## config.mk

```make
export PLATFORM = sky130hd
export DESIGN_NAME = gb_addr_decode
export DESIGN_NICKNAME = d
export VERILOG_FILES = /design/src/hdl/gb_bus_pkg.sv /design/src/hdl/gb_addr_decode.sv
export SDC_FILE = /design/constraint.sdc
export NUM_CORES = 1
export LEC_CHECK = 0
export BUFFER_PORTS_ARGS = -buffer_cell sky130_fd_sc_hd__buf_2
export CELL_PAD_IN_SITES_DETAIL_PLACEMENT = 0
export CELL_PAD_IN_SITES_GLOBAL_PLACEMENT = 2
export CORE_AREA = 2 2 39 41
export DETAILED_ROUTE_END_ITERATION = 8
export DIE_AREA = 0 0 41 43
export GPL_TIMING_DRIVEN = 0
export PLACE_DENSITY_LB_ADDON = 0.1
export RECOVER_POWER = 100
export SYNTH_ARGS = -nofsm -noshare
export SYNTH_HDL_FRONTEND = slang
export SYNTH_SLANG_ARGS = --single-unit
```

## constraint.sdc

```tcl
create_clock -name vclk -period 0.8
set_input_delay 0.08 -clock vclk [all_inputs]
set_output_delay 0.08 -clock vclk [all_outputs]
set_load 0.05 [all_outputs]
```

## src/hdl/gb_bus_pkg.sv

```systemverilog
`default_nettype none

package gb_bus_pkg;

	// ~~~~~~~~~~~~~~~~~~~~~~~~~~~~~~~~~~~~~~~~~~~~~~~~~~~~~~~~~~~~~~~~~~~~
	// widths and cpu memory map
	// ~~~~~~~~~~~~~~~~~~~~~~~~~~~~~~~~~~~~~~~~~~~~~~~~~~~~~~~~~~~~~~~~~~~~
	localparam int adr_w     = 16;
	localparam int data_w    = 8;
	localparam int ext_adr_w = 21;

	localparam logic [adr_w-1:0] vram_base   = 16'h8000;
	localparam logic [adr_w-1:0] cram_base   = 16'hA000;
	localparam logic [adr_w-1:0] wram_base   = 16'hC000;
	localparam logic [adr_w-1:0] echo_end    = 16'hFDFF;
	localparam logic [adr_w-1:0] oam_base    = 16'hFE00;
	localparam logic [adr_w-1:0] oam_end     = 16'hFE9F;
	localparam logic [adr_w-1:0] io_base     = 16'hFF00;
	localparam logic [adr_w-1:0] hram_base   = 16'hFF80;
	localparam logic [adr_w-1:0] dma_reg_adr = 16'hFF46;

	localparam int                oam_bytes = 160;
	localparam logic [data_w-1:0] open_bus  = 8'hFF;

	// on-chip ram sizes follow from the map.
	localparam int vram_depth = int'(cram_base - vram_base);
	localparam int oam_depth  = int'(io_base - oam_base);
	localparam int hram_depth = (1 << adr_w) - int'(hram_base);
	localparam int vram_aw    = $clog2(vram_depth);
	localparam int oam_aw     = $clog2(oam_depth);
	localparam int hram_aw    = $clog2(hram_depth);

	// cartridge banking.
	localparam int rom_bank_bits = 7;
	localparam int ram_bank_bits = 2;
	localparam int rom_bank_size = 16384;
	localparam int ram_bank_size = 8192;
	localparam int rom_ofs_w     = $clog2(rom_bank_size);
	localparam int ram_ofs_w     = $clog2(ram_bank_size);

	// ~~~~~~~~~~~~~~~~~~~~~~~~~~~~~~~~~~~~~~~~~~~~~~~~~~~~~~~~~~~~~~~~~~~~
	// bus types
	// ~~~~~~~~~~~~~~~~~~~~~~~~~~~~~~~~~~~~~~~~~~~~~~~~~~~~~~~~~~~~~~~~~~~~
	typedef struct packed {
		logic rom;
		logic vram;
		logic cram;
		logic wram;   // includes echo.
		logic oam;
		logic io_dma;
		logic hram;
	} region_t;

	typedef struct packed {
		logic [rom_bank_bits-1:0] bank;
		logic [rom_ofs_w-1:0]     ofs;
	} rom_view_t;

	typedef struct packed {
		logic [ext_adr_w-ram_bank_bits-ram_ofs_w-1:0] pad;
		logic [ram_bank_bits-1:0]                     bank;
		logic [ram_ofs_w-1:0]                         ofs;
	} ram_view_t;

	// same 21 address bits, seen as rom bank/offset or ram bank/offset.
	typedef union packed {
		rom_view_t rom;
		ram_view_t ram;
	} ext_adr_u;

	typedef struct packed {
		ext_adr_u          adr;
		logic [data_w-1:0] wdata;
		logic              rd;
		logic              wr;
		logic              cs_ram;
		logic              cs_cart;
		logic              cs_crom;
		logic              cs_cram;
	} ext_bus_t;

endpackage

`default_nettype wire

```

## src/hdl/gb_addr_decode.sv

```systemverilog
`default_nettype none

module gb_addr_decode (
	input  wire [gb_bus_pkg::adr_w-1:0] adr,
	output gb_bus_pkg::region_t         region
);

	// ~~~~~~~~~~~~~~~~~~~~~~~~~~~~~~~~~~~~~~~~~~~~~~~~~~~~~~~~~~~~~~~~~~~~
	// memory map, ascending
	// ~~~~~~~~~~~~~~~~~~~~~~~~~~~~~~~~~~~~~~~~~~~~~~~~~~~~~~~~~~~~~~~~~~~~
	always_comb begin
		region = '0;

		if (adr < gb_bus_pkg::vram_base) begin
			region.rom = 1'b1;
		end else if (adr < gb_bus_pkg::cram_base) begin
			region.vram = 1'b1;
		end else if (adr < gb_bus_pkg::wram_base) begin
			region.cram = 1'b1;
		end else if (adr <= gb_bus_pkg::echo_end) begin
			region.wram = 1'b1;   // echo lands here too.
		end else if (adr >= gb_bus_pkg::oam_base && adr <= gb_bus_pkg::oam_end) begin
			region.oam = 1'b1;
		end else if (adr >= gb_bus_pkg::io_base && adr < gb_bus_pkg::hram_base) begin
			// only the dma start register is left in the io page.
			region.io_dma = (adr == gb_bus_pkg::dma_reg_adr);
		end else if (adr >= gb_bus_pkg::hram_base) begin
			region.hram = (adr != '1);   // ffff is not ram.
		end
	end

endmodule

`default_nettype wire

```

==> flow_summary.yaml <==
outcome:
  status: "finished, violations left"
  violations: "setup timing"
critical_path:
  critPathCaptureType: "primary output"
  arrival_ns: 0.88
  critical_path_required_ns: 0.72
  cp-startpoint: "adr[9]"
  crit_type: "input port to primary output"
  cp-start-kind: "input port"
  critPathMaxFanout: 4
floorplanning:
  start_util_pct: 7.866
  fp.coreArea_um2: 1384
  die_h_um: 43
  top_level_ports: 23
  die_w_um: 41
  rows: 14
  dieArea_um2: 1763
timing:
  holdWs_ns: 0.4720
  fmax_mhz: 1040
  slew_viol_final: 0
  relSlewSlack_pct: 80.31
  fin_crit_ns: 0.9611
  fin_crit_sh_pct: 120.1
  fin_ws_ns: -0.1611
  setup_viol: 4
  rsz0062_at_grt: "yes"
  tightest_slew_ns: 0.2951
  final-hold-violation-count: 0
global_routing:
  grt_use_total_pct: 7.523
  first_global_vias: 240
  grt-ovfl-total: 0
  grt_pass1_wl_um: 979
  antenna_found_initial: 0
  grt_max_degree: 5
placement:
  pre_cts_slack_ns: -0.4102
  postPlaceCellArea_um2: 326.6
  port-buffer-count: 23
  gp_congestion: 0.6797
synthesis:
  yosys_warnings: 0
  synth.avg_cell_area_um2: 6.403
  netlist_area_um2: 108.9
  synthDistinctLibCells: 12
  netlist_top_cells_area: "nor3_1, nand4_2, nand3_1, and4_1, o2111ai_1"
  synth.net_count: 33
  synth-seq-area-share_pct: 0
  yosysTopAreaCell: "nor3_1"
  synth.top_cell.area_share_pct: 22.99
  synth_cells: 17
worst_hold_path:
  hp-class: "input port to primary output"
  min_path_cells: 3
  hp-start: "adr[8]"
drt:
  drc: 0
  wl_um: 593
  vias: 249
  wl_per_cell_um: 9.883
  drtIter0Drc: 0
  dr.pass1.iters: 1
  ant_nets: 0
  vias_per_cell: 4.150
job:
  maxCapViolations: 0
power_and_ir_drop:
  p_leak_nw: 0.1968
  power_w: 0.0001967
  power_density_nw_per_um2: 439.0
  ir_drop_uv: 107.1
layout:
  final_util_pct: 32.37
  ff_latch_area_um2: 0
  drive_gt1_share_pct: 86.36
  clkbuf_count: 0
  nFlopsAndLatches: 0
  multi_input_area_um2: 196.4
  diodes: 0
  fin_nets: 62
  syn2layout_area_growth_pct: 311.5
  nFillCells: 147
  final_common_cell: "buf_2"
  fin_area_um2: 447.9
  layout_common_cells: "buf_2, buf_6, nor3_4"
clock_network:
  hold_buffers: 0
[cell usage after synthesis (all sizes together)]
cell type / count
and3: 1
and4: 1
inv: 1
nand2: 1
nand3: 2
nand3b: 1
nand4: 1
nor3: 5
nor3b: 1
nor4: 1
o2111ai: 1
o21a: 1
[path summary, 6_finish.rpt]
kind | to | slack, ns
max | region[1] | -0.16
min | region[2] | 0.47
[logic make-up (layout without fill, tap and decap cells)]
group / count (synthesis) / after routing / share of synthesized area [%]
AND/OR/NAND/NOR: 14 / 14 / 81.61
AO/OA/AOI/OAI: 2 / 2 / 14.95
buffers and inverters: 1 / 28 / 3.445
[repair_timing]
item | CTS | global route
resized for setup | 27 | 0
endpoints found under the setup margin | 5 | 4
hold endpoints to repair | 0 | 0
setup buffers | 4 | 0
pin swaps | 8 | 1
[layer usage]
metal | vias to the layer above | part of all wire, % | track usage [%]
met5 | - | 0 | 0
met1 | 114 | 34 | 8.333
li1 | 125 | - | -
met2 | 10 | 60 | 15.31
met4 | 0 | 0 | 0
met3 | 0 | 5.2 | 0
[power by group]
group          internal, W  switching [W]
Clock                    0              0
Sequential               0              0
Combinational    0.0000987      0.0000980
[cell type report]
class	instances	area share (%)
inverter	1	0.8380
multi-input combinational	16	43.85
tap	16	4.469
timing repair buffer	27	50.84
[critical path, cell delays in order]
cell     delay [ns]
buf_6          0.06
and4_4         0.22
nand4_4        0.14
nor3_4         0.20
buf_6          0.18
[per-stage QoR]
stage	setup TNS [ns]	cells
after floorplan	-0.9043	17
after detailed placement	-1.571	56
after global placement	-1.522	56
after global routing	-0.7423	60
after CTS	-0.5817	60
final	-0.5155	60
Note: power is estimated with default switching activity, not from simulation.
