==> src/hdl/gb_bus_pkg.sv <==
`default_nettype none

package gb_bus_pkg;

	// ~~~~~~~~~~~~~~~~~~~~~~~~~~~~~~~~~~~~~~~~~~~~~~~~~~~~~~~~~~~~~~~~~~~~
	// widths and cpu memory map
	// ~~~~~~~~~~~~~~~~~~~~~~~~~~~~~~~~~~~~~~~~~~~~~~~~~~~~~~~~~~~~~~~~~~~~
	localparam int adr_w     = 16;
	localparam int data_w    = 8;
	localparam int ext_adr_w = 21;

	localparam logic [adr_w-1:0] vram_base   = 16'h8000;
	localparam logic [adr_w-1:0] cram_base   = 16'hA000;
	localparam logic [adr_w-1:0] wram_base   = 16'hC000;
	localparam logic [adr_w-1:0] echo_end    = 16'hFDFF;
	localparam logic [adr_w-1:0] oam_base    = 16'hFE00;
	localparam logic [adr_w-1:0] oam_end     = 16'hFE9F;
	localparam logic [adr_w-1:0] io_base     = 16'hFF00;
	localparam logic [adr_w-1:0] hram_base   = 16'hFF80;
	localparam logic [adr_w-1:0] dma_reg_adr = 16'hFF46;

	localparam int                oam_bytes = 160;
	localparam logic [data_w-1:0] open_bus  = 8'hFF;

	// on-chip ram sizes follow from the map.
	localparam int vram_depth = int'(cram_base - vram_base);
	localparam int oam_depth  = int'(io_base - oam_base);
	localparam int hram_depth = (1 << adr_w) - int'(hram_base);
	localparam int vram_aw    = $clog2(vram_depth);
	localparam int oam_aw     = $clog2(oam_depth);
	localparam int hram_aw    = $clog2(hram_depth);

	// cartridge banking.
	localparam int rom_bank_bits = 7;
	localparam int ram_bank_bits = 2;
	localparam int rom_bank_size = 16384;
	localparam int ram_bank_size = 8192;
	localparam int rom_ofs_w     = $clog2(rom_bank_size);
	localparam int ram_ofs_w     = $clog2(ram_bank_size);

	// ~~~~~~~~~~~~~~~~~~~~~~~~~~~~~~~~~~~~~~~~~~~~~~~~~~~~~~~~~~~~~~~~~~~~
	// bus types
	// ~~~~~~~~~~~~~~~~~~~~~~~~~~~~~~~~~~~~~~~~~~~~~~~~~~~~~~~~~~~~~~~~~~~~
	typedef struct packed {
		logic rom;
		logic vram;
		logic cram;
		logic wram;   // includes echo.
		logic oam;
		logic io_dma;
		logic hram;
	} region_t;

	typedef struct packed {
		logic [rom_bank_bits-1:0] bank;
		logic [rom_ofs_w-1:0]     ofs;
	} rom_view_t;

	typedef struct packed {
		logic [ext_adr_w-ram_bank_bits-ram_ofs_w-1:0] pad;
		logic [ram_bank_bits-1:0]                     bank;
		logic [ram_ofs_w-1:0]                         ofs;
	} ram_view_t;

	// same 21 address bits, seen as rom bank/offset or ram bank/offset.
	typedef union packed {
		rom_view_t rom;
		ram_view_t ram;
	} ext_adr_u;

	typedef struct packed {
		ext_adr_u          adr;
		logic [data_w-1:0] wdata;
		logic              rd;
		logic              wr;
		logic              cs_ram;
		logic              cs_cart;
		logic              cs_crom;
		logic              cs_cram;
	} ext_bus_t;

endpackage

`default_nettype wire

==> src/hdl/gb_ram.sv <==
`default_nettype none

module gb_ram #(
	parameter int depth = 256
) (
	input  wire                           gbclk,
	input  wire [$clog2(depth)-1:0]       adr,
	input  wire [gb_bus_pkg::data_w-1:0]  wdata,
	input  wire                           we,
	output logic [gb_bus_pkg::data_w-1:0] rdata
);

	logic [gb_bus_pkg::data_w-1:0] mem [depth];

	always_ff @(posedge gbclk) begin
		if (we) begin
			mem[adr] <= wdata;
		end
		rdata <= mem[adr];   // read-before-write.
	end

endmodule

`default_nettype wire

==> config.mk <==
export PLATFORM = sky130hd
export DESIGN_NAME = gb_ram
export DESIGN_NICKNAME = d
export VERILOG_FILES = /design/src/hdl/gb_bus_pkg.sv /design/src/hdl/gb_ram.sv
export SDC_FILE = /design/constraint.sdc
export NUM_CORES = 2
export LEC_CHECK = 0
export BUFFER_PORTS_ARGS = -buffer_cell sky130_fd_sc_hd__buf_4
export CORE_MARGIN = 3
export CORE_UTILIZATION = 24
export DETAILED_ROUTE_END_ITERATION = 16
export GPL_TIMING_DRIVEN = 0
export PLACE_DENSITY = 0.45
export RECOVER_POWER = 50
export REMOVE_ABC_BUFFERS = 1
export SETUP_SLACK_MARGIN = 0.5
export SLEW_MARGIN = 20
export SYNTH_ARGS = -nofsm -noshare
export SYNTH_HDL_FRONTEND = slang
export SYNTH_SLANG_ARGS = --single-unit
export TNS_END_PERCENT = 100
==> constraint.sdc <==
create_clock -name gbclk -period 2.82 [get_ports gbclk]
set_input_delay 0.282 -clock gbclk [delete_from_list [all_inputs] [get_ports gbclk]]
set_output_delay 0.282 -clock gbclk [all_outputs]
set_load 0.05 [all_outputs]
==> results.md <==
* Final Cycle Share at 91.12%
* Final Hold Viols at 0
* RSZ-0062 raised after global routing: yes
* Post-synthesis cell area at 78,490 µm²
* Critical path capture point type: flip-flop
* Core Footprint at 324,800 µm²
* CP cell instances: mux4_2, a22oi_2, a21oi_2, o41ai_2, buf_4, nand4_1
* WL/cell at 26.83 µm
* Worst-path clk slew at 0.06 ns
* H-tree Lvls at 4
* Core Rows at 209
* Placed cell areas at 85,380 µm²
* Pin count of the biggest net entering global routing at 113
* Non-filler instance count after layout at 8,234
* Failing checks: capacitance limit, slew limit
* Die height at 577.9 µm
* Power density over cell area at 675.9 nW/µm²
* Final Skew at 0.05319 ns
* Total routed wirelength at 220.9 mm
* Commonest non-fill, non-tap cell in the layout: edfxtp_1
* Seq/Total Area, Yosys at 78.55%
* Synth Register Bits at 2,056
* Slowest CP cell: mux4_2
* Buffers added on ports at 25
* HP Class: input pin to flip-flop
* Max Clock Freq at 389.2 MHz
* First DRT Iteration DRCs at 3,346
* IR drop worst, VDD at 675.0 µV
* CP Max Fanout at 1
* Final Util at 29.23%
* DR vias/cell at 4.535
* Crit-path max cell delay at 0.53 ns
* CTS tree: built
* Synth unique cells at 22
* Max-Cap Viols at 5
* Nets at 3,748
* Cell taking the most area after synthesis: edfxtp_1
* Worst slew margin at -62.22%
* Most frequent cells in the layout: edfxtp_1 (2,048), mux4_2 (512), clkbuf_16 (221)
* Starting Density at 24.17%
* Number of remaining DRC errors at 0
* Final setup vio count at 0
* Total gr overflow at 0
* Hold Slack at 0.1940 ns
* Vias in the first global route at 38,400
* TNS Setup at 0 ns
* Num CTS Buffers at 217
* Routed Antenna Nets at 0
* # placed instances at 7,753
* CP Data Arrival Time at 3.20 ns
* GP Congestion at 0.7012
* Pre-CTS setup slack at -2.606 ns
* Worst skew pair latency at 0.85 ns
* DRT Pass-1 Iters at 5
* GRT Util Overall at 13.01%
* Clk root buf: clkbuf_16
* Layout area overhead at 20.95%
* Detail Placement HPWL at 121.0 mm
* Minimum clock period at 2.570 ns
* Top Ports at 26
* Post-synthesis average cell area at 22.13 µm²
* Die Footprint at 334,000 µm²
* Final Total Pwr at 64.17 mW
* P_leak at 28.00 nW
* Initial antenna violation count at 6
* Clock Sink Count at 2,056
* Die width at 577.9 µm
* Synth Instances at 3,547
* Yosys synthesis warning count at 0
* Routed vias at 37,340
* Outcome: complete, but fails checks
* Final worst setup slack at 0.2504 ns
* Fin. max-slew vios at 329
* Cell area after layout at 94,930 µm²
* First-pass GRT wire length at 307.5 mm
* CP Launch Type: flip-flop
* Layout cells sized above 1 at 35.02%
* Req. time, crit path at 3.45 ns
* Setup CP Type: flip-flop to flip-flop
* Synth top area share at 78.35%
* Top cells by area, synth: edfxtp_1 (78%), mux4_2 (15%), a22oi_1 (2.4%)
* Max clock buf depth at 3
* Worst Tran Pin Value at 2.433 ns
## what timing repair did
action                                  4_1_cts  5_1_grt
hold buffers                                  8        0
endpoints found under the setup margin     1850     1436
setup buffers                                31       12
pin swaps                                    47       24
resized for setup                           301      104
endpoints found under the hold margin       466        0
cloned                                       32        0
## cells by family (layout without fill, tap and decap cells)
| family | count (synthesis) | count (layout) | share of synthesized area [%] |
|---|---|---|---|
| DFF | 2056 | 2056 | 78.55 |
| muxes | 512 | 512 | 14.69 |
| AOI/OAI and AO/OA | 416 | 416 | 3.622 |
| and+or+nand+nor | 330 | 330 | 1.733 |
| buffers and inverters | 233 | 590 | 1.401 |
| other | 0 | 5 | 0 |
## Yosys cell counts
library cell / n
edfxtp_1: 2048
mux4_2: 512
a22oi_1: 256
nor2_1: 232
clkbuf_1: 145
a21oi_1: 128
buf_2: 36
o41ai_1: 32
nor3_1: 30
nand2_1: 28
buf_1: 19
buf_4: 16
buf_6: 16
nand3_1: 13
dfxtp_1: 8
nand4_1: 8
nor2b_1: 7
nand2b_1: 6
and2_1: 3
or2_2: 2
inv_1: 1
or3_1: 1
## final cells by class
class                           instances  area [µm²]
Fill cell                           31670      229900
Antenna cell                            5       12.51
Clock inverter                        104       779.5
Sequential cell                      2056       61660
Inverter                                1       3.754
Timing Repair Buffer                  196        3601
Multi-Input combinational cell       1258       17670
Clock buffer                          289        5796
Tap cell                             4325        5411
## flip-flops by register name, indices dropped and copies added (netlist names)
| name | cells |
|---|---|
| rdata | 8 |
| mem | 2048 |
## critical path, delay by kind of cell (launching register included)
kind / cells / cell delay, ns
AO/OA/AOI/OAI: 3 / 0.92
multiplexers: 1 / 0.53
flip-flops: 1 / 0.36
buffers and inverters: 1 / 0.27
AND/OR/NAND/NOR: 1 / 0.25
## power by group
group          switching [mW]  internal [mW]
clock                    11.8           15.0
sequential             0.0219           33.7
combinational            2.32           1.36
total                    14.1           50.1
## final timing paths
check	from	endpoint	slack, ns	cells past startpoint
worst max-delay path	mem[219][4]$_DFFE_PP_	rdata[4]$_DFF_P_	0.25	6
worst min-delay path	adr[7]	rdata[2]$_DFF_P_	0.19	4
worst max register to register	mem[219][4]$_DFFE_PP_	rdata[4]$_DFF_P_	0.25	6
worst min register to register	mem[134][7]$_DFFE_PP_	rdata[7]$_DFF_P_	1.17	5
## metal layers
| layer | share of wire (%) | vias up | global-route usage [%] |
|---|---|---|---|
| met5 | 0.0059 | - | 0 |
| li1 | - | 15530 | - |
| met3 | 5.1 | 282 | 2.211 |
| met2 | 49 | 994 | 21.50 |
| met4 | 2.4 | 2 | 3.150 |
| met1 | 44 | 20530 | 17.81 |
Power figures use the tool's default switching activity.
