[config.mk]
export PLATFORM = sky130hd
export DESIGN_NAME = bus_arbiter
export DESIGN_NICKNAME = d
export VERILOG_FILES = /design/src/hdl/gb_bus_pkg.sv /design/src/hdl/bus_arbiter.sv
export SDC_FILE = /design/constraint.sdc
export NUM_CORES = 1
export LEC_CHECK = 0
export BUFFER_PORTS_ARGS = -buffer_cell sky130_fd_sc_hd__buf_2
export CAP_MARGIN = 15
export CELL_PAD_IN_SITES_DETAIL_PLACEMENT = 0
export CELL_PAD_IN_SITES_GLOBAL_PLACEMENT = 2
export CORE_MARGIN = 2
export CORE_UTILIZATION = 15
export CTS_BUF_LIST = sky130_fd_sc_hd__clkbuf_4 sky130_fd_sc_hd__clkbuf_8
export CTS_CLUSTER_DIAMETER = 80
export DETAILED_ROUTE_END_ITERATION = 7
export PLACE_DENSITY_LB_ADDON = 0.3
export SYNTH_ARGS = -nofsm -noshare
export SYNTH_HDL_FRONTEND = slang
export SYNTH_SLANG_ARGS = --single-unit
export TNS_END_PERCENT = 5
[constraint.sdc]
create_clock -name gbclk -period 1.9 [get_ports gbclk]
set_input_delay 0.095 -clock gbclk [delete_from_list [all_inputs] [get_ports gbclk]]
set_output_delay 0.095 -clock gbclk [all_outputs]
set_load 0.005 [all_outputs]
[src/hdl/gb_bus_pkg.sv]
`default_nettype none

package gb_bus_pkg;

	// ~~~~~~~~~~~~~~~~~~~~~~~~~~~~~~~~~~~~~~~~~~~~~~~~~~~~~~~~~~~~~~~~~~~~
	// widths and cpu memory map
	// ~~~~~~~~~~~~~~~~~~~~~~~~~~~~~~~~~~~~~~~~~~~~~~~~~~~~~~~~~~~~~~~~~~~~
	localparam int adr_w     = 16;
	localparam int data_w    = 8;
	localparam int ext_adr_w = 21;

	localparam logic [adr_w-1:0] vram_base   = 16'h8000;
	localparam logic [adr_w-1:0] cram_base   = 16'hA000;
	localparam logic [adr_w-1:0] wram_base   = 16'hC000;
	localparam logic [adr_w-1:0] echo_end    = 16'hFDFF;
	localparam logic [adr_w-1:0] oam_base    = 16'hFE00;
	localparam logic [adr_w-1:0] oam_end     = 16'hFE9F;
	localparam logic [adr_w-1:0] io_base     = 16'hFF00;
	localparam logic [adr_w-1:0] hram_base   = 16'hFF80;
	localparam logic [adr_w-1:0] dma_reg_adr = 16'hFF46;

	localparam int                oam_bytes = 160;
	localparam logic [data_w-1:0] open_bus  = 8'hFF;

	// on-chip ram sizes follow from the map.
	localparam int vram_depth = int'(cram_base - vram_base);
	localparam int oam_depth  = int'(io_base - oam_base);
	localparam int hram_depth = (1 << adr_w) - int'(hram_base);
	localparam int vram_aw    = $clog2(vram_depth);
	localparam int oam_aw     = $clog2(oam_depth);
	localparam int hram_aw    = $clog2(hram_depth);

	// cartridge banking.
	localparam int rom_bank_bits = 7;
	localparam int ram_bank_bits = 2;
	localparam int rom_bank_size = 16384;
	localparam int ram_bank_size = 8192;
	localparam int rom_ofs_w     = $clog2(rom_bank_size);
	localparam int ram_ofs_w     = $clog2(ram_bank_size);

	// ~~~~~~~~~~~~~~~~~~~~~~~~~~~~~~~~~~~~~~~~~~~~~~~~~~~~~~~~~~~~~~~~~~~~
	// bus types
	// ~~~~~~~~~~~~~~~~~~~~~~~~~~~~~~~~~~~~~~~~~~~~~~~~~~~~~~~~~~~~~~~~~~~~
	typedef struct packed {
		logic rom;
		logic vram;
		logic cram;
		logic wram;   // includes echo.
		logic oam;
		logic io_dma;
		logic hram;
	} region_t;

	typedef struct packed {
		logic [rom_bank_bits-1:0] bank;
		logic [rom_ofs_w-1:0]     ofs;
	} rom_view_t;

	typedef struct packed {
		logic [ext_adr_w-ram_bank_bits-ram_ofs_w-1:0] pad;
		logic [ram_bank_bits-1:0]                     bank;
		logic [ram_ofs_w-1:0]                         ofs;
	} ram_view_t;

	// same 21 address bits, seen as rom bank/offset or ram bank/offset.
	typedef union packed {
		rom_view_t rom;
		ram_view_t ram;
	} ext_adr_u;

	typedef struct packed {
		ext_adr_u          adr;
		logic [data_w-1:0] wdata;
		logic              rd;
		logic              wr;
		logic              cs_ram;
		logic              cs_cart;
		logic              cs_crom;
		logic              cs_cram;
	} ext_bus_t;

endpackage

`default_nettype wire

[src/hdl/bus_arbiter.sv]
`default_nettype none

module bus_arbiter (
	input  wire                            gbclk,
	input  wire                            arst_n,
	input  wire  [gb_bus_pkg::adr_w-1:0]   paddr,
	input  wire                            psel,
	input  wire                            penable,
	input  wire                            pwrite,
	input  wire  [gb_bus_pkg::data_w-1:0]  pwdata,
	output logic [gb_bus_pkg::data_w-1:0]  prdata,
	output logic                           pready,
	input  wire gb_bus_pkg::region_t       cpu_region,
	input  wire gb_bus_pkg::region_t       dma_region,
	input  wire                            dma_active,
	input  wire  [gb_bus_pkg::adr_w-1:0]   dma_src_adr,
	input  wire                            dma_src_rd,
	input  wire  [gb_bus_pkg::oam_aw-1:0]  dma_oam_idx,
	input  wire                            dma_oam_wr,
	input  wire  [gb_bus_pkg::data_w-1:0]  dma_oam_wdata,
	input  wire  [gb_bus_pkg::data_w-1:0]  dma_reg_q,
	output logic                           dma_reg_wr,
	output logic [gb_bus_pkg::data_w-1:0]  dma_src_rdata,
	output logic [gb_bus_pkg::vram_aw-1:0] vram_adr,
	output logic [gb_bus_pkg::data_w-1:0]  vram_wdata,
	output logic                           vram_we,
	input  wire  [gb_bus_pkg::data_w-1:0]  vram_rdata,
	output logic [gb_bus_pkg::oam_aw-1:0]  oam_adr,
	output logic [gb_bus_pkg::data_w-1:0]  oam_wdata,
	output logic                           oam_we,
	input  wire  [gb_bus_pkg::data_w-1:0]  oam_rdata,
	output logic [gb_bus_pkg::hram_aw-1:0] hram_adr,
	output logic [gb_bus_pkg::data_w-1:0]  hram_wdata,
	output logic                           hram_we,
	input  wire  [gb_bus_pkg::data_w-1:0]  hram_rdata,
	output logic [gb_bus_pkg::adr_w-1:0]   ext_req_adr,
	output logic                           ext_req_rd,
	output logic                           ext_req_wr,
	output logic [gb_bus_pkg::data_w-1:0]  ext_req_wdata,
	output gb_bus_pkg::region_t            ext_req_region,
	input  wire  [gb_bus_pkg::data_w-1:0]  ext_rdata
);

	logic                          ready_q;   // target was ours last access cycle.
	logic [gb_bus_pkg::data_w-1:0] ext_rdata_q;
	logic                          cpu_ext;
	logic                          dma_ext;
	logic                          dma_ext_rd;
	logic                          blocked;
	logic                          cpu_wr;

	assign cpu_ext    = cpu_region.rom | cpu_region.cram | cpu_region.wram;
	assign dma_ext    = dma_region.rom | dma_region.cram | dma_region.wram;
	assign dma_ext_rd = dma_src_rd & dma_ext;

	// ~~~~~~~~~~~~~~~~~~~~~~~~~~~~~~~~~~~~~~~~~~~~~~~~~~~~~~~~~~~~~~~~~~~~
	// apb access phase, one wait state, dma stall
	// ~~~~~~~~~~~~~~~~~~~~~~~~~~~~~~~~~~~~~~~~~~~~~~~~~~~~~~~~~~~~~~~~~~~~
	assign blocked = dma_active & (cpu_region.oam | (cpu_ext & dma_ext)
			| (cpu_region.vram & dma_region.vram));

	assign pready = psel & penable & ready_q & ~blocked;
	assign cpu_wr = pready & pwrite;   // writes land on the completing edge.

	always_ff @(posedge gbclk or negedge arst_n) begin
		if (!arst_n) begin
			ready_q <= 1'b0;
		end else begin
			ready_q <= psel & penable & ~blocked & ~pready;
		end
	end

	// external memory answers combinationally; sampled to line up with the rams.
	always_ff @(posedge gbclk) begin
		ext_rdata_q <= ext_rdata;
	end

	// ~~~~~~~~~~~~~~~~~~~~~~~~~~~~~~~~~~~~~~~~~~~~~~~~~~~~~~~~~~~~~~~~~~~~
	// port steering, dma first
	// ~~~~~~~~~~~~~~~~~~~~~~~~~~~~~~~~~~~~~~~~~~~~~~~~~~~~~~~~~~~~~~~~~~~~
	always_comb begin
		if (dma_ext_rd) begin
			ext_req_adr    = dma_src_adr;
			ext_req_region = dma_region;
			ext_req_rd     = 1'b1;
			ext_req_wr     = 1'b0;
		end else begin
			ext_req_adr    = paddr;
			ext_req_region = cpu_region;
			ext_req_rd     = psel & penable & ~pwrite & cpu_ext;
			ext_req_wr     = cpu_wr & cpu_ext;
		end
	end

	always_comb begin
		if (dma_src_rd && dma_region.vram) begin
			vram_adr = dma_src_adr[gb_bus_pkg::vram_aw-1:0];
			vram_we  = 1'b0;
		end else begin
			vram_adr = paddr[gb_bus_pkg::vram_aw-1:0];
			vram_we  = cpu_wr & cpu_region.vram;
		end
	end

	always_comb begin
		if (dma_active) begin   // oam belongs to the dma for the whole copy.
			oam_adr   = dma_oam_idx;
			oam_we    = dma_oam_wr;
			oam_wdata = dma_oam_wdata;
		end else begin
			oam_adr   = paddr[gb_bus_pkg::oam_aw-1:0];
			oam_we    = cpu_wr & cpu_region.oam;
			oam_wdata = pwdata;
		end
	end

	assign hram_adr      = paddr[gb_bus_pkg::hram_aw-1:0];
	assign hram_we       = cpu_wr & cpu_region.hram;
	assign hram_wdata    = pwdata;
	assign vram_wdata    = pwdata;
	assign ext_req_wdata = pwdata;
	assign dma_reg_wr    = cpu_wr & cpu_region.io_dma;

	// ~~~~~~~~~~~~~~~~~~~~~~~~~~~~~~~~~~~~~~~~~~~~~~~~~~~~~~~~~~~~~~~~~~~~
	// read data
	// ~~~~~~~~~~~~~~~~~~~~~~~~~~~~~~~~~~~~~~~~~~~~~~~~~~~~~~~~~~~~~~~~~~~~
	always_comb begin
		case (1'b1)
			cpu_ext:           prdata = ext_rdata_q;
			cpu_region.vram:   prdata = vram_rdata;
			cpu_region.oam:    prdata = oam_rdata;
			cpu_region.hram:   prdata = hram_rdata;
			cpu_region.io_dma: prdata = dma_reg_q;
			default:           prdata = gb_bus_pkg::open_bus;
		endcase
	end

	always_comb begin
		if (dma_region.vram) begin
			dma_src_rdata = vram_rdata;
		end else if (dma_ext) begin
			dma_src_rdata = ext_rdata_q;
		end else begin
			dma_src_rdata = gb_bus_pkg::open_bus;   // oam or io page as source.
		end
	end

endmodule

`default_nettype wire

==> impl_metrics.py <==
metrics = {
    "drt": {
        "avgRoutedWirePerCell_um": 14.6,
        "drt_iter0_drc": 62,
        "drt-total-wl_um": 7870,
        "met1_length_um": 3340,
        "route.met3.wl_um": 395,
        "drcViolationCount": 0,
        "routed.top_layer": "met4",
        "antenna_left": 0,
        "num_vias": 2176,
        "viasPerCell": 4.05,
        "first_pass_iters": 4,
        "dr_wl_met2_um": 4090,
    },
    "clock_network": {
        "cts_setup_buffers": 0,
        "cts_buffers": 3,
        "cts.sinks": 9,
        "cts_tree": "yes",
        "cts.path.max_buffers": 2,
        "clock_latency_ns": 0.23,
        "cts_root_buffer": "clkbuf_8",
        "h-tree-depth": 1,
        "clk_pin_slew_ns": 0.05,
    },
    "place": {
        "hpwl_um": 6560,
        "place_ws_ns": 0.471,
        "io_buffers": 223,
        "gp_congestion": 0.754,
        "place_area_um2": 2670,
    },
    "hold_path": {
        "hold_path_class": "in -> reg",
    },
    "logic_synthesis": {
        "synth_top_area_cell": "mux2_2",
        "synth_seq_cells": 9,
        "syn_nets": 320,
        "synth_edf_count": 0,
        "synth_top_area_share_pct": 33.0,
        "synth_ff_type": "dfxtp_1",
        "synth.distinct_cells": 26,
        "yosys_warnings": 0,
        "synthCells": 202,
        "synth_seq_area_share_pct": 11.1,
        "ys_async_sr_fraction_pct": 11.1,
        "syn_avg_cell_area_um2": 8.28,
        "netlist_area_um2": 1670,
        "netlist_top_cells_count": "mux2_2, buf_4, a21oi_1",
        "synth_most_common_cell": "mux2_2",
        "yosys-top-cells-area": "mux2_2, buf_4, dfxtp_1, a21oi_1, a22o_1",
    },
    "job": {
        "cap_violations": 0,
    },
    "critical_path": {
        "slowest_stage": "dfrtp_1",
        "crit_path_end_kind": "output port",
        "slowest_delay_ns": 0.36,
        "cp_data_required_time_ns": 1.80,
        "critical_path.cell_chain": "and4_1 > nand2_1 > o21ai_0 > buf_2",
        "worstSetupPathType": "reg -> out",
        "start_kind": "register",
        "worstPathMaxFanout": 5,
        "arrival_ns": 1.34,
    },
    "global_routing": {
        "grtUsageTotal_pct": 12.0,
        "gr-total-overflow": 0,
        "grt_pass1_vias": 2072,
        "antenna_found_initial": 0,
        "grt_max_degree": 25,
        "grt_pass1_wl_um": 11200,
    },
    "sta": {
        "skew_ns": 0,
        "hold_slack_ns": 0.143,
        "relSlewSlack_pct": 58.7,
        "slew_viol_final": 0,
        "layout_min_cycle_time_ns": 1.44,
        "fin_ws_ns": 0.465,
        "rsz0062_at_grt": "false",
        "finalSetupViolations": 0,
        "final-hold-violation-count": 0,
        "fmax_ghz": 0.697,
        "final.period_utilization_pct": 75.5,
        "setup-tns-final_ns": 0,
        "tightest_slew_ns": 0.619,
    },
    "floorplan": {
        "start_util_pct": 15.4,
        "fp.dieArea_um2": 12000,
        "dieHeight_um": 110,
        "num_rows": 38,
        "coreArea_um2": 10800,
        "dieWidth_um": 110,
        "io_pins": 224,
    },
    "finish": {
        "fin_nets": 516,
        "stdcell_area_um2": 2810,
        "fill_cells": 1234,
        "multi_input_area_um2": 1120,
        "area.growth.synth_to_final_pct": 67.8,
        "drive_gt1_share_pct": 71.5,
        "num_antenna_cells": 0,
        "regArea_um2": 185,
    },
    "outcome": {
        "status": "finished, final reports clean",
    },
    "power_and_ir_drop": {
        "p_sw_mw": 0.347,
        "power_density_nw_per_um2": 369,
        "p_int_mw": 0.690,
        "leakage_nw": 1.48,
        "swShare_pct": 33.5,
        "seq_power_share_pct": 19.7,
        "vdd_drop_max_mv": 0.151,
        "power_frac_comb_pct": 56.2,
        "p_clk_share_pct": 24.0,
    },
}
-- per-stage QoR --
stage	utilization (%)	power, mW	std cells
after floorplan	-	0.508	202
after global placement	24.6	0.784	524
after detailed placement	24.6	0.784	524
after CTS	25.9	1.05	537
after global routing	25.9	1.12	537
final	25.9	1.04	537
-- routing by layer --
| metal | vias to the layer above | track usage [%] |
|---|---|---|
| li1 | 1089 | - |
| met2 | 83 | 22.3 |
| met4 | 0 | 1.63 |
| met3 | 4 | 0.830 |
| met5 | - | 0 |
| met1 | 1000 | 15.4 |
-- state kept, by name, indices dropped and copies added, names as in the netlist --
name	cells
ext_rdata_q	8
ready_q	1
-- power by group through the flow --
stage | registers, mW | logic [mW] | clock network [mW]
floorplan | 0.207 | 0.301 | 0
global placement | 0.208 | 0.576 | 0
detailed placement | 0.209 | 0.575 | 0
CTS | 0.205 | 0.593 | 0.257
global route | 0.206 | 0.643 | 0.268
finish | 0.205 | 0.583 | 0.249
-- layout by cell type (no fill, tap or decap) --
cell type / instances
dfrtp_1: 1
clkbuf_4: 1
inv_1: 8
a2bb2oi_1: 8
o31ai_4: 1
or2_2: 1
a22o_1: 8
or3_1: 1
o21ai_0: 2
and4_1: 1
a21oi_1: 21
o31ai_1: 9
buf_4: 5
dfxtp_1: 8
nand2_1: 15
buf_2: 223
a211oi_1: 1
clkbuf_8: 3
a21oi_2: 1
nor3_1: 2
nor2b_1: 8
nor3b_1: 8
dlygate4sd3_1: 9
mux2_2: 49
nand3_1: 3
-- layout make-up --
| class | instances | area share [%] |
|---|---|---|
| flip-flops and latches | 9 | 6.60 |
| multi-input cells | 139 | 40.1 |
| well taps | 140 | 6.24 |
| clock buffers | 4 | 1.74 |
| inverters | 8 | 1.07 |
| repair buffers | 237 | 44.3 |
-- worst paths after layout --
kind / from / to / slack [ns] / depth (start not counted)
worst max-delay path: ready_q / oam_we / 0.46 / 4
worst min-delay path: penable / ready_q / 0.14 / 3
worst max register to register: ready_q / ready_q / 1.24 / 1
worst min register to register: ready_q / ready_q / 0.46 / 1
max in group asynchronous: arst_n / ready_q / 1.62 / 2
min in group asynchronous: arst_n / ready_q / 0.19 / 2
-- timing repair --
item	in CTS	in global routing
hold endpoints to repair	9	0
hold buffers	9	0
resized for setup	0	0
-- cells by family after synthesis --
| family | count (synthesis) | share of synthesized area, % |
|---|---|---|
| buf+inv | 54 | 21.7 |
| simple gates | 39 | 12.7 |
| mux | 49 | 33.0 |
| flops | 9 | 11.1 |
| compound gates | 51 | 21.5 |
-- critical path: cells and delay by family, from the launching register on --
kind / cells / cell delay, ns
and+or+nand+nor: 2 / 0.44
DFF: 1 / 0.36
AOI/OAI and AO/OA: 1 / 0.17
buffers and inverters: 1 / 0.14
Power figures use the tool's default switching activity.
