`src/hdl/gb_bus_pkg.sv`:
```
`default_nettype none

package gb_bus_pkg;

	// ~~~~~~~~~~~~~~~~~~~~~~~~~~~~~~~~~~~~~~~~~~~~~~~~~~~~~~~~~~~~~~~~~~~~
	// widths and cpu memory map
	// ~~~~~~~~~~~~~~~~~~~~~~~~~~~~~~~~~~~~~~~~~~~~~~~~~~~~~~~~~~~~~~~~~~~~
	localparam int adr_w     = 16;
	localparam int data_w    = 8;
	localparam int ext_adr_w = 21;

	localparam logic [adr_w-1:0] vram_base   = 16'h8000;
	localparam logic [adr_w-1:0] cram_base   = 16'hA000;
	localparam logic [adr_w-1:0] wram_base   = 16'hC000;
	localparam logic [adr_w-1:0] echo_end    = 16'hFDFF;
	localparam logic [adr_w-1:0] oam_base    = 16'hFE00;
	localparam logic [adr_w-1:0] oam_end     = 16'hFE9F;
	localparam logic [adr_w-1:0] io_base     = 16'hFF00;
	localparam logic [adr_w-1:0] hram_base   = 16'hFF80;
	localparam logic [adr_w-1:0] dma_reg_adr = 16'hFF46;

	localparam int                oam_bytes = 160;
	localparam logic [data_w-1:0] open_bus  = 8'hFF;

	// on-chip ram sizes follow from the map.
	localparam int vram_depth = int'(cram_base - vram_base);
	localparam int oam_depth  = int'(io_base - oam_base);
	localparam int hram_depth = (1 << adr_w) - int'(hram_base);
	localparam int vram_aw    = $clog2(vram_depth);
	localparam int oam_aw     = $clog2(oam_depth);
	localparam int hram_aw    = $clog2(hram_depth);

	// cartridge banking.
	localparam int rom_bank_bits = 7;
	localparam int ram_bank_bits = 2;
	localparam int rom_bank_size = 16384;
	localparam int ram_bank_size = 8192;
	localparam int rom_ofs_w     = $clog2(rom_bank_size);
	localparam int ram_ofs_w     = $clog2(ram_bank_size);

	// ~~~~~~~~~~~~~~~~~~~~~~~~~~~~~~~~~~~~~~~~~~~~~~~~~~~~~~~~~~~~~~~~~~~~
	// bus types
	// ~~~~~~~~~~~~~~~~~~~~~~~~~~~~~~~~~~~~~~~~~~~~~~~~~~~~~~~~~~~~~~~~~~~~
	typedef struct packed {
		logic rom;
		logic vram;
		logic cram;
		logic wram;   // includes echo.
		logic oam;
		logic io_dma;
		logic hram;
	} region_t;

	typedef struct packed {
		logic [rom_bank_bits-1:0] bank;
		logic [rom_ofs_w-1:0]     ofs;
	} rom_view_t;

	typedef struct packed {
		logic [ext_adr_w-ram_bank_bits-ram_ofs_w-1:0] pad;
		logic [ram_bank_bits-1:0]                     bank;
		logic [ram_ofs_w-1:0]                         ofs;
	} ram_view_t;

	// same 21 address bits, seen as rom bank/offset or ram bank/offset.
	typedef union packed {
		rom_view_t rom;
		ram_view_t ram;
	} ext_adr_u;

	typedef struct packed {
		ext_adr_u          adr;
		logic [data_w-1:0] wdata;
		logic              rd;
		logic              wr;
		logic              cs_ram;
		logic              cs_cart;
		logic              cs_crom;
		logic              cs_cram;
	} ext_bus_t;

endpackage

`default_nettype wire

```
`src/hdl/oam_dma.sv`:
```
`default_nettype none

module oam_dma (
	input  wire                            gbclk,
	input  wire                            arst_n,
	input  wire                            reg_wr,
	input  wire  [gb_bus_pkg::data_w-1:0]  reg_wdata,
	output logic [gb_bus_pkg::data_w-1:0]  reg_q,
	output logic                           active,
	output logic [gb_bus_pkg::adr_w-1:0]   src_adr,
	output logic                           src_rd,
	input  wire  [gb_bus_pkg::data_w-1:0]  src_rdata,
	output logic [gb_bus_pkg::oam_aw-1:0]  oam_idx,
	output logic                           oam_wr,
	output logic [gb_bus_pkg::data_w-1:0]  oam_wdata
);

	// runs 0..oam_bytes, one extra step to drain the last write.
	logic [gb_bus_pkg::oam_aw-1:0] cnt;

	always_ff @(posedge gbclk or negedge arst_n) begin
		if (!arst_n) begin
			reg_q  <= '0;
			active <= 1'b0;
			cnt    <= '0;
		end else if (reg_wr) begin
			reg_q  <= reg_wdata;   // source page.
			active <= 1'b1;
			cnt    <= '0;
		end else if (active) begin
			cnt <= cnt + 1'b1;
			if (cnt == gb_bus_pkg::oam_aw'(gb_bus_pkg::oam_bytes)) begin
				active <= 1'b0;
			end
		end
	end

	// ~~~~~~~~~~~~~~~~~~~~~~~~~~~~~~~~~~~~~~~~~~~~~~~~~~~~~~~~~~~~~~~~~~~~
	// read stage at cnt, write stage at cnt-1
	// ~~~~~~~~~~~~~~~~~~~~~~~~~~~~~~~~~~~~~~~~~~~~~~~~~~~~~~~~~~~~~~~~~~~~
	assign src_adr = {reg_q, cnt};
	assign src_rd  = active && (cnt < gb_bus_pkg::oam_bytes);

	// source data comes back one cycle after its read.
	assign oam_wr    = active && (cnt != '0);
	assign oam_idx   = cnt - 1'b1;
	assign oam_wdata = src_rdata;

endmodule

`default_nettype wire

```
`config.mk`:
```
export PLATFORM = sky130hd
export DESIGN_NAME = oam_dma
export DESIGN_NICKNAME = d
export VERILOG_FILES = /design/src/hdl/gb_bus_pkg.sv /design/src/hdl/oam_dma.sv
export SDC_FILE = /design/constraint.sdc
export NUM_CORES = 1
export LEC_CHECK = 0
export BUFFER_PORTS_ARGS = -buffer_cell sky130_fd_sc_hd__buf_4
export CORE_ASPECT_RATIO = 0.75
export CORE_MARGIN = 10
export CORE_UTILIZATION = 46
export DETAILED_ROUTE_END_ITERATION = 10
export GPL_TIMING_DRIVEN = 0
export MAX_ROUTING_LAYER = met4
export PLACE_DENSITY = 0.9
export SLEW_MARGIN = 20
export SYNTH_ARGS = -nofsm -noshare
export SYNTH_HDL_FRONTEND = slang
export SYNTH_SLANG_ARGS = --single-unit
```
`constraint.sdc`:
```
create_clock -name gbclk -period 3.4 [get_ports gbclk]
set_input_delay 0.34 -clock gbclk [delete_from_list [all_inputs] [get_ports gbclk]]
set_output_delay 0.34 -clock gbclk [all_outputs]
set_load 0.1 [all_outputs]
```
==> results by group, run 1 <==
Power
  • Power Dens Cells: 539.4 mW/mm2
  • Final Total Pwr: ~0.84 mW
  • Leakage: 0.7753 nW
  • Max VDD drop: roughly 0.29 mV

Worst setup path
  • Setup Crit Path Kind: reg -> out
  • Data arrival time of the critical path: 2.05 ns
  • Worst reg-to-reg setup slack: about 1.7 ns
  • Worst path required time: 3.06 ns
  • Startpoint types: flip-flop
  • Peak fanout along the critical path: 10
  • Critical path endpoint category: output pin

Logic synthesis
  • Share of synthesized area occupied by flip-flops and latches: 0.4028
  • Commonest cells in the synthesized netlist: sky130_fd_sc_hd__dfrtp_1, sky130_fd_sc_hd__buf_4, sky130_fd_sc_hd__mux2_2, sky130_fd_sc_hd__nor2_1
  • Number of enable flip-flop cells after synthesis: 0
  • Simple logic cell fraction of the synthesized area: 0.1552
  • Asr flop ratio synth: 1.000
  • Share of Yosys cell area claimed by the top area cell type: 0.4028
  • Average size of a mapped cell: 10.35 um2
  • Arithmetic-cell share of the synthesized area counting full adders, half adders and majority gates: 0.03555
  • Cell count after synthesis: roughly 100
  • Complex-gate fraction of the synthesized area: 0.05687
  • Post-Syn Nets: approximately 120
  • Area of the mapped netlist: between 0.001 and 0.0015 mm2
  • Cell accounting for the most synthesized area: sky130_fd_sc_hd__dfrtp_1
  • Number of distinct library cells after synthesis: 28
  • Number of synthesized register bits: 17
  • Most numerous cell in the Yosys netlist: sky130_fd_sc_hd__dfrtp_1
  • Number of warning messages in the yosys log: 0
  • Most used flip-flop cell after synthesis: sky130_fd_sc_hd__dfrtp_1
  • Post-synthesis share of cell area spent on xor and xnor gates: 0.07464
  • Share of cell area taken by muxes after synthesis: 0.09479
  • Dominant combinational cell family by area after synthesis: buffers and inverters
  • Cells taking the most area after synthesis: sky130_fd_sc_hd__dfrtp_1, sky130_fd_sc_hd__buf_4, sky130_fd_sc_hd__mux2_2

Clocking
  • Number of buffers added by the clock tree synthesis step: 3
  • Post-cts repair resize count: 0
  • H-tree levels: 1
  • Worst-skew pair later-pin latency: ~0.29 ns
  • Clock transition time at the flip-flop clock pins of the worst setup and hold paths: 0.09 ns
  • Root cell of the clock tree: sky130_fd_sc_hd__clkbuf_4
  • Buffers inserted during post-CTS setup optimization: 0
  • Clock tree from TritonCTS: done
  • Maximum count of clock buffers along a single path: 2
  • Sink Count: 17

Timing
  • Hold Vio Cnt, Final: 0
  • Count of pins over their slew limit: 0
  • Fin crit period: 2.389 ns
  • Max_slew headroom: 0.6126
  • Smallest hold slack: approximately 0.27 ns
  • Worst path setup slack after routing: 1.011 ns
  • Setup Viol. Count Final: 0
  • Post-Route Skew: 0.003907 ns
  • Aggregate negative setup slack: 0 ns
  • Slew @ Worst Pin: around 0.57 ns
  • Unrepaired setup endpoints after global routing: false
  • Final cycle utilization of the critical path: 0.7028
  • Maximum achievable frequency: 418.5 MHz

Drt
  • Aggregate routed wire length: 2860 um
  • DR DRC count: 0
  • Routed vias/inst: 4.913
  • Antenna Nets Post-Route: 0
  • Total vias in the final route: around 900
  • Number of DRC markers after the initial detailed-route iteration: 57
  • Number of detailed-route iterations in the first pass: 4
  • Routed len/inst: 15.63 um

Global route
  • Overall track demand over capacity in global routing: 0.1241
  • Wire length of the first global-routing pass: approximately 4400 um
  • Gr ovfl total: 0
  • Maximum number of pins on one net before global-route repair: 18
  • Vias in the first global route: 939
  • Number of antenna violations at the first check in global routing: 0

Layout
  • Multi-input logic area: ~480 um2
  • Footprint of the flip-flops and latches: about 430 um2
  • Filler cell count: approximately 140
  • Number of nets in the layout: between 150 and 200
  • Number of diodes: 0
  • Utilization after layout: 0.7393
  • Ratio of cells with drive above 1 in the final layout: 0.5849
  • Layout overhead on the synthesized area: 47.16%

Die
  • Number of primary I/O pins: 62
  • Standard cell core area: about 0.0021 mm2
  • DIE AREA: between 0.004 and 0.005 mm2
  • Die extent in x: roughly 75 um
  • Die Span Y: 61.50 um
  • Row Count: 14
  • Starting Density: 0.5024

Placed design
  • Placer congestion estimate: 0.8085
  • Buffers on Ports: 52
  • Post-DP HPWL: approximately 2300 um
  • Worst setup slack after placement: 1.329 ns

Worst hold path
  • Worst Hold Class: in -> reg

Run status
  • Status: completed

Run
  • Max-cap check violation count: 0
[layer usage]
layer | share of wire | wire (um) | up-vias | track usage
met1 | 0.39 | 1117 | 433 | 0.1350
met2 | 0.57 | 1627 | 28 | 0.2285
li1 | - | - | 438 | -
met4 | 0 | 0 | 0 | 0.02639
met3 | 0.040 | 115 | 0 | 0.02572
met5 | 0 | 0 | - | -
[path summary, 6_finish.rpt]
check / startpoint / end / cells after the start
max reg2reg: cnt[0] / active / 5
min reg2reg: reg_q[4] / reg_q[4] / 1
min in group asynchronous: arst_n / reg_q[2] / 2
max: cnt[2] / oam_idx[7] / 5
max in group asynchronous: arst_n / reg_q[1] / 2
min: reg_wdata[0] / reg_q[0] / 2
[worst max-delay path, stage by stage, from the launching register on]
cell                      delay (ns)
sky130_fd_sc_hd__dfrtp_1        0.41
sky130_fd_sc_hd__buf_6          0.15
sky130_fd_sc_hd__or4_4          0.55
sky130_fd_sc_hd__nor4_4         0.19
sky130_fd_sc_hd__xor2_2         0.15
sky130_fd_sc_hd__buf_4          0.30
[cell type report]
cell class | count | area share
plain buffers | 23 | 0.1151
flip-flops and latches | 17 | 0.2738
inverters | 3 | 0.007246
multi-input cells | 59 | 0.3100
repair buffers | 53 | 0.2576
well taps | 24 | 0.01932
clock buffers | 4 | 0.01691
[stage by stage]
stage	std cells	cell area (um2)
2_1_floorplan	102	1097
5_1_grt	183	1554
6_report	183	1554
3_5_place_dp	178	1518
4_1_cts	183	1554
3_3_place_gp	178	1518
[cell usage in the layout (no fill, tap or decap), types with 4 or more instances in the layout]
master	n
sky130_fd_sc_hd__nor2_1	8
sky130_fd_sc_hd__buf_6	4
sky130_fd_sc_hd__buf_4	68
sky130_fd_sc_hd__mux2_2	8
sky130_fd_sc_hd__nand2_1	6
sky130_fd_sc_hd__dfrtp_1	17
sky130_fd_sc_hd__nand4_1	4
[cell families after synthesis]
kind of cell / count (synthesis)
adder cells (fa/ha/maj): 3
flip-flops: 17
AO/OA/AOI/OAI: 10
multiplexers: 9
buffers and inverters: 26
XOR/XNOR: 9
AND/OR/NAND/NOR: 28
[state kept, by name, summed over array words and instances, names as in the netlist]
signal / count
cnt: 8
reg_q: 8
active: 1
[power breakdown]
part	total, mW	switching [mW]	internal (mW)
registers	0.228	0.0133	0.215
logic	0.504	0.392	0.112
clock network	0.106	0.0606	0.0457
[repair_timing]
item                                    CTS  global route
hold buffers                              1             0
endpoints found under the hold margin    17             0
endpoints found under the setup margin    0             0
Note: power is estimated with default switching activity, not from simulation.
==> run 2: changes to the inputs <==
Settings changed: CORE_UTILIZATION 46 to 43, PLACE_DENSITY 0.9 to 0.85.
Clock period 3.4 ns to 2.2 ns, I/O delays scaled along.
==> results by group, run 2 (synthesized netlist as in run 1, its figures left out) <==
Drt
  • Number of detailed-route iterations in the first pass: 4
  • Number of DRC markers after the initial detailed-route iteration: 85
  • Antenna Nets Post-Route: 0
  • DR DRC count: 0
  • Total vias in the final route: 939
  • Aggregate routed wire length: 3078 um
  • Routed vias/inst: 4.791
  • Routed len/inst: roughly 16 um

Power
  • Max VDD drop: 0.5443 mV
  • Switching power total: ~0.75 mW
  • Clock power frac: 0.119
  • Fraction of power consumed by sequential logic: 0.256
  • Design internal power: between 0.6 and 0.7 mW
  • Switching portion of total power: 0.5436
  • Final Total Pwr: between 1 and 1.5 mW
  • Leakage: ~0.8 nW
  • Power Dens Cells: 793.0 mW/mm2
  • Combinational cell fraction of total power: 0.624

Global route
  • Vias in the first global route: 1013
  • Number of antenna violations at the first check in global routing: 0
  • Overall track demand over capacity in global routing: 0.1284
  • Maximum number of pins on one net before global-route repair: 18
  • Gr ovfl total: 0
  • Wire length of the first global-routing pass: between 5000 and 6000 um

Worst hold path
  • Worst Hold Path EP: reg_q[6]
  • Worst Hold Class: in -> reg
  • Worst hold start: reg_wdata[6]
  • Cells on Worst Hold Path: 2

Worst setup path
  • Critical path endpoint category: output pin
  • R2r endpoint: active
  • Worst reg-to-reg setup slack: roughly 0.58 ns
  • Worst path required time: around 2 ns
  • Setup Crit Path Kind: reg -> out
  • Startpoint types: flip-flop
  • Data arrival time of the critical path: 2.00 ns
  • R2R depth: 6
  • Reg2reg start: cnt[0]
  • Peak fanout along the critical path: 3

Layout
  • Layout overhead on the synthesized area: 64.22%
  • Filler cell count: between 150 and 200
  • Utilization after layout: 0.7452
  • Most common cell after layout, fill and taps aside: sky130_fd_sc_hd__buf_4
  • Non-filler instance count after layout: 196
  • Commonest cells after routing, fill and taps aside: sky130_fd_sc_hd__buf_4, sky130_fd_sc_hd__dfrtp_1, sky130_fd_sc_hd__mux2_2, sky130_fd_sc_hd__nor2_1, sky130_fd_sc_hd__nand2_1
  • Number of diodes: 0
  • Number of nets in the layout: about 190
  • Biggest registers after layout: cnt x8, reg_q x8, active x1
  • Cell area after layout: 0.001734 mm2
  • Ratio of cells with drive above 1 in the final layout: 0.6728

Clocking
  • Root cell of the clock tree: sky130_fd_sc_hd__clkbuf_4
  • H-tree levels: 1
  • Clock tree from TritonCTS: done
  • Worst-skew pair later-pin latency: around 0.28 ns
  • Sink Count: 17
  • Number of buffers added by the clock tree synthesis step: 3
  • Maximum count of clock buffers along a single path: 2
  • Clock transition time at the flip-flop clock pins of the worst setup and hold paths: ~0.090 ns

Timing
  • Slew @ Worst Pin: ~0.47 ns
  • Count of pins over their slew limit: 0
  • Maximum achievable frequency: between 400 and 500 MHz
  • Aggregate negative setup slack: -0.02399 ns
  • Smallest hold slack: approximately 0.16 ns
  • Max_slew headroom: 0.6858
  • Fin crit period: roughly 2.2 ns
  • Post-Route Skew: 0.002283 ns
  • Unrepaired setup endpoints after global routing: true
  • Worst path setup slack after routing: -0.02399 ns
  • Final cycle utilization of the critical path: 1.011
  • Setup Viol. Count Final: 1
  • Hold Vio Cnt, Final: 0

Placed design
  • Cell area reported after detailed placement: about 0.0016 mm2
  • Placer congestion estimate: 0.7258
  • Worst setup slack after placement: ~0.066 ns
  • Placed Cells incl. Taps: 188
  • Post-DP HPWL: 2372 um
  • Buffers on Ports: 52

Die
  • DIE AREA: roughly 0.0049 mm2
  • Die Span Y: between 60 and 70 um
  • Starting Density: 0.4538
  • Number of primary I/O pins: 62
  • Standard cell core area: 0.002327 mm2
  • Die extent in x: between 70 and 80 um
  • Row Count: 15

Run status
  • Failing checks: negative setup slack
  • Status: complete, but fails checks

Run
  • Max-cap check violation count: 0
[run 2: power by group through the flow]
stage	combinational, mW	sequential (mW)	clock [mW]
2_1_floorplan	0.529	0.502	0
3_3_place_gp	0.815	0.360	0
3_5_place_dp	0.822	0.362	0
4_1_cts	0.860	0.352	0.166
5_1_grt	0.885	0.356	0.175
6_report	0.859	0.352	0.164
[run 2: how the worst max path moves through the flow]
stage	start	to	slack, ns	depth (start not counted)
3_3_place_gp	cnt[2]	oam_idx[7]	0.08	5
2_1_floorplan	cnt[0]	oam_wr	-0.34	4
3_5_place_dp	cnt[3]	oam_idx[7]	0.07	5
5_1_grt	cnt[2]	oam_idx[7]	-0.06	4
6_report	cnt[2]	oam_idx[7]	-0.02	4
4_1_cts	cnt[0]	oam_idx[7]	-0.13	4
[run 2: layout make-up]
cell class / count / area (um2) / area share
Buffer: 21 / 156.4 / 0.09019
Clock buffer: 4 / 26.28 / 0.01515
Inverter: 3 / 18.77 / 0.01082
Multi-Input combinational cell: 59 / 581.8 / 0.3355
Sequential cell: 17 / 437.9 / 0.2525
Tap cell: 34 / 42.54 / 0.02453
Timing Repair Buffer: 58 / 470.5 / 0.2713
[run 2: layer usage]
metal / up-vias / GRT usage / part of all wire
li1: 446 / - / -
met4: 0 / 0.02045 / 0.0078
met5: - / - / 0
met3: 2 / 0.02586 / 0.028
met2: 31 / 0.2260 / 0.54
met1: 460 / 0.1492 / 0.43
[run 2: timing repair]
action / CTS / global route
hold buffers: 1 / 0
buffers inserted: 5 / 0
pin swaps: 3 / 2
endpoints found under the hold margin: 17 / 0
endpoints found under the setup margin: 2 / 4
gates resized for setup: 8 / 2
[run 2: critical path, cell delays in order (launching register included)]
cell and delay (ns):
sky130_fd_sc_hd__dfrtp_4 0.48, sky130_fd_sc_hd__or4_4 0.58, sky130_fd_sc_hd__nor4_4 0.26, sky130_fd_sc_hd__xor2_4 0.20, sky130_fd_sc_hd__buf_12 0.19
==> run 3: changes to the inputs <==
Settings changed: CORE_ASPECT_RATIO 0.75 to 0.8.
==> results by group, run 3 (synthesized netlist as in run 1, its figures left out) <==
Timing
  • Setup Viol. Count Final: 2
  • Aggregate negative setup slack: -0.03140 ns
  • Final cycle utilization of the critical path: 1.013
  • Maximum achievable frequency: between 400 and 500 MHz
  • Unrepaired setup endpoints after global routing: true
  • Hold Vio Cnt, Final: 0
  • Max_slew headroom: 0.6809
  • Worst path setup slack after routing: -0.02912 ns
  • Post-Route Skew: ~0.0049 ns
  • Fin crit period: 2.229 ns
  • Slew @ Worst Pin: around 0.48 ns
  • Count of pins over their slew limit: 0

Worst setup path
  • Worst reg-to-reg setup slack: 0.60 ns
  • Startpoint types: flip-flop
  • Peak fanout along the critical path: 2
  • Setup Crit Path Kind: reg -> out
  • Data arrival time of the critical path: between 2 and 2.5 ns
  • Worst path required time: roughly 2 ns
  • Critical path endpoint category: output pin

Layout
  • Number of nets in the layout: 183
  • Filler cell count: 141
  • Commonest cells after routing, fill and taps aside: sky130_fd_sc_hd__buf_4, sky130_fd_sc_hd__dfrtp_1, sky130_fd_sc_hd__mux2_2, sky130_fd_sc_hd__nor2_1, sky130_fd_sc_hd__nand2_1
  • Most common cell after layout, fill and taps aside: sky130_fd_sc_hd__buf_4
  • Number of diodes: 0
  • Ratio of cells with drive above 1 in the final layout: 0.6688
  • Layout overhead on the synthesized area: 61.73%
  • Biggest registers after layout: cnt x8, reg_q x8, active x1
  • Non-filler instance count after layout: approximately 190

Placed design
  • Buffers on Ports: 52
  • Post-DP HPWL: 2437 um
  • Placer congestion estimate: between 0.7 and 0.8
  • Worst setup slack after placement: around 0.052 ns
  • Placed Cells incl. Taps: 179

Clocking
  • H-tree levels: 1
  • Root cell of the clock tree: sky130_fd_sc_hd__clkbuf_4
  • Clock transition time at the flip-flop clock pins of the worst setup and hold paths: approximately 0.090 ns
  • Maximum count of clock buffers along a single path: 2
  • Clock tree from TritonCTS: done
  • Worst-skew pair later-pin latency: 0.30 ns
  • Number of buffers added by the clock tree synthesis step: 3
  • Sink Count: 17

Die
  • Number of primary I/O pins: just over 60
  • DIE AREA: about 0.0049 mm2
  • Standard cell core area: approximately 0.0023 mm2
  • Starting Density: 0.4689
  • Row Count: 15
  • Die Span Y: roughly 64 um
  • Die extent in x: ~75 um

Worst hold path
  • Worst Hold Class: in -> reg

Drt
  • Routed len/inst: between 15 and 20 um
  • Antenna Nets Post-Route: 0
  • Routed vias/inst: about 5.0
  • Number of detailed-route iterations in the first pass: 4
  • Total vias in the final route: just over 900
  • Number of DRC markers after the initial detailed-route iteration: 80
  • DR DRC count: 0
  • Aggregate routed wire length: around 3000 um

Power
  • Max VDD drop: roughly 0.45 mV
  • Final Total Pwr: 1.374 mW
  • Leakage: ~0.80 nW
  • Power Dens Cells: 804.2 mW/mm2

Global route
  • Overall track demand over capacity in global routing: 0.1301
  • Gr ovfl total: 0
  • Maximum number of pins on one net before global-route repair: 18
  • Most used routing layer in global routing: met2
  • Vias in the first global route: 925
  • Number of antenna violations at the first check in global routing: 0
  • Met3 Usage GRT: 0.02778
  • Wire length of the first global-routing pass: between 4000 and 5000 um
  • Met2 capacity usage during global routing: 0.2185
  • Met1 demand-to-capacity share in global routing: 0.1491

Run
  • Max-cap check violation count: 0

Run status
  • Status: complete, but fails checks
  • Failing checks: negative setup slack
==> run 3: worst paths after layout <==
kind                         startpoint    endpoint  depth (start not counted)
setup / recovery                 cnt[0]  oam_idx[5]                          5
hold / removal             reg_wdata[0]    reg_q[0]                          2
setup reg to reg                 cnt[0]      active                          6
hold reg to reg                reg_q[5]    reg_q[5]                          1
max in group asynchronous        arst_n      cnt[0]                          2
min in group asynchronous        arst_n    reg_q[2]                          2
==> run 3: metrics by stage <==
stage	util	instance area, um2	hold slack [ns]
floorplan	-	1210	-0.07559
global placement	0.7244	1632	0.09236
detailed placement	0.7244	1632	0.09470
CTS	0.7556	1702	0.1418
global route	0.7583	1708	0.1321
finish	0.7583	1708	0.1524
==> run 3: power breakdown <==
| group | leakage (nW) | total, mW | internal (mW) | switching, mW |
|---|---|---|---|---|
| Combinational | 0.585 | 0.852 | 0.221 | 0.632 |
| Sequential | 0.205 | 0.352 | 0.334 | 0.0184 |
| Clock | 0.0150 | 0.169 | 0.0707 | 0.0982 |
==> run 3: critical path, cell delays in order (launching register included) <==
cell and delay, ns:
sky130_fd_sc_hd__dfrtp_4 0.48, sky130_fd_sc_hd__or4_4 0.57, sky130_fd_sc_hd__buf_4 0.18, sky130_fd_sc_hd__nor2_4 0.13, sky130_fd_sc_hd__xor2_4 0.17, sky130_fd_sc_hd__buf_12 0.19
==> run 3: final cells by class <==
class | count | area [um2] | area share
sequential | 17 | 437.9 | 0.2564
clock buffer | 4 | 26.28 | 0.01538
inverter | 3 | 18.77 | 0.01099
tap | 25 | 31.28 | 0.01831
multi-input combinational | 59 | 581.8 | 0.3407
timing repair buffer | 56 | 455.4 | 0.2667
buffer | 21 | 156.4 | 0.09157
==> run 3: repair_timing <==
item / 4_1_cts / 5_1_grt
resized for setup: 8 / 2
endpoints found under the setup margin: 2 / 4
buffers inserted: 3 / 0
pin swaps: 2 / 1
cloned: 0 / 0
endpoints found under the hold margin: 17 / 0
hold buffers: 1 / 0
==> run 3: metal layers <==
layer | vias to the layer above | wire (um)
met5 | - | 0
met4 | 0 | 46
met3 | 5 | 118
met2 | 37 | 1693
met1 | 441 | 1185
li1 | 443 | -
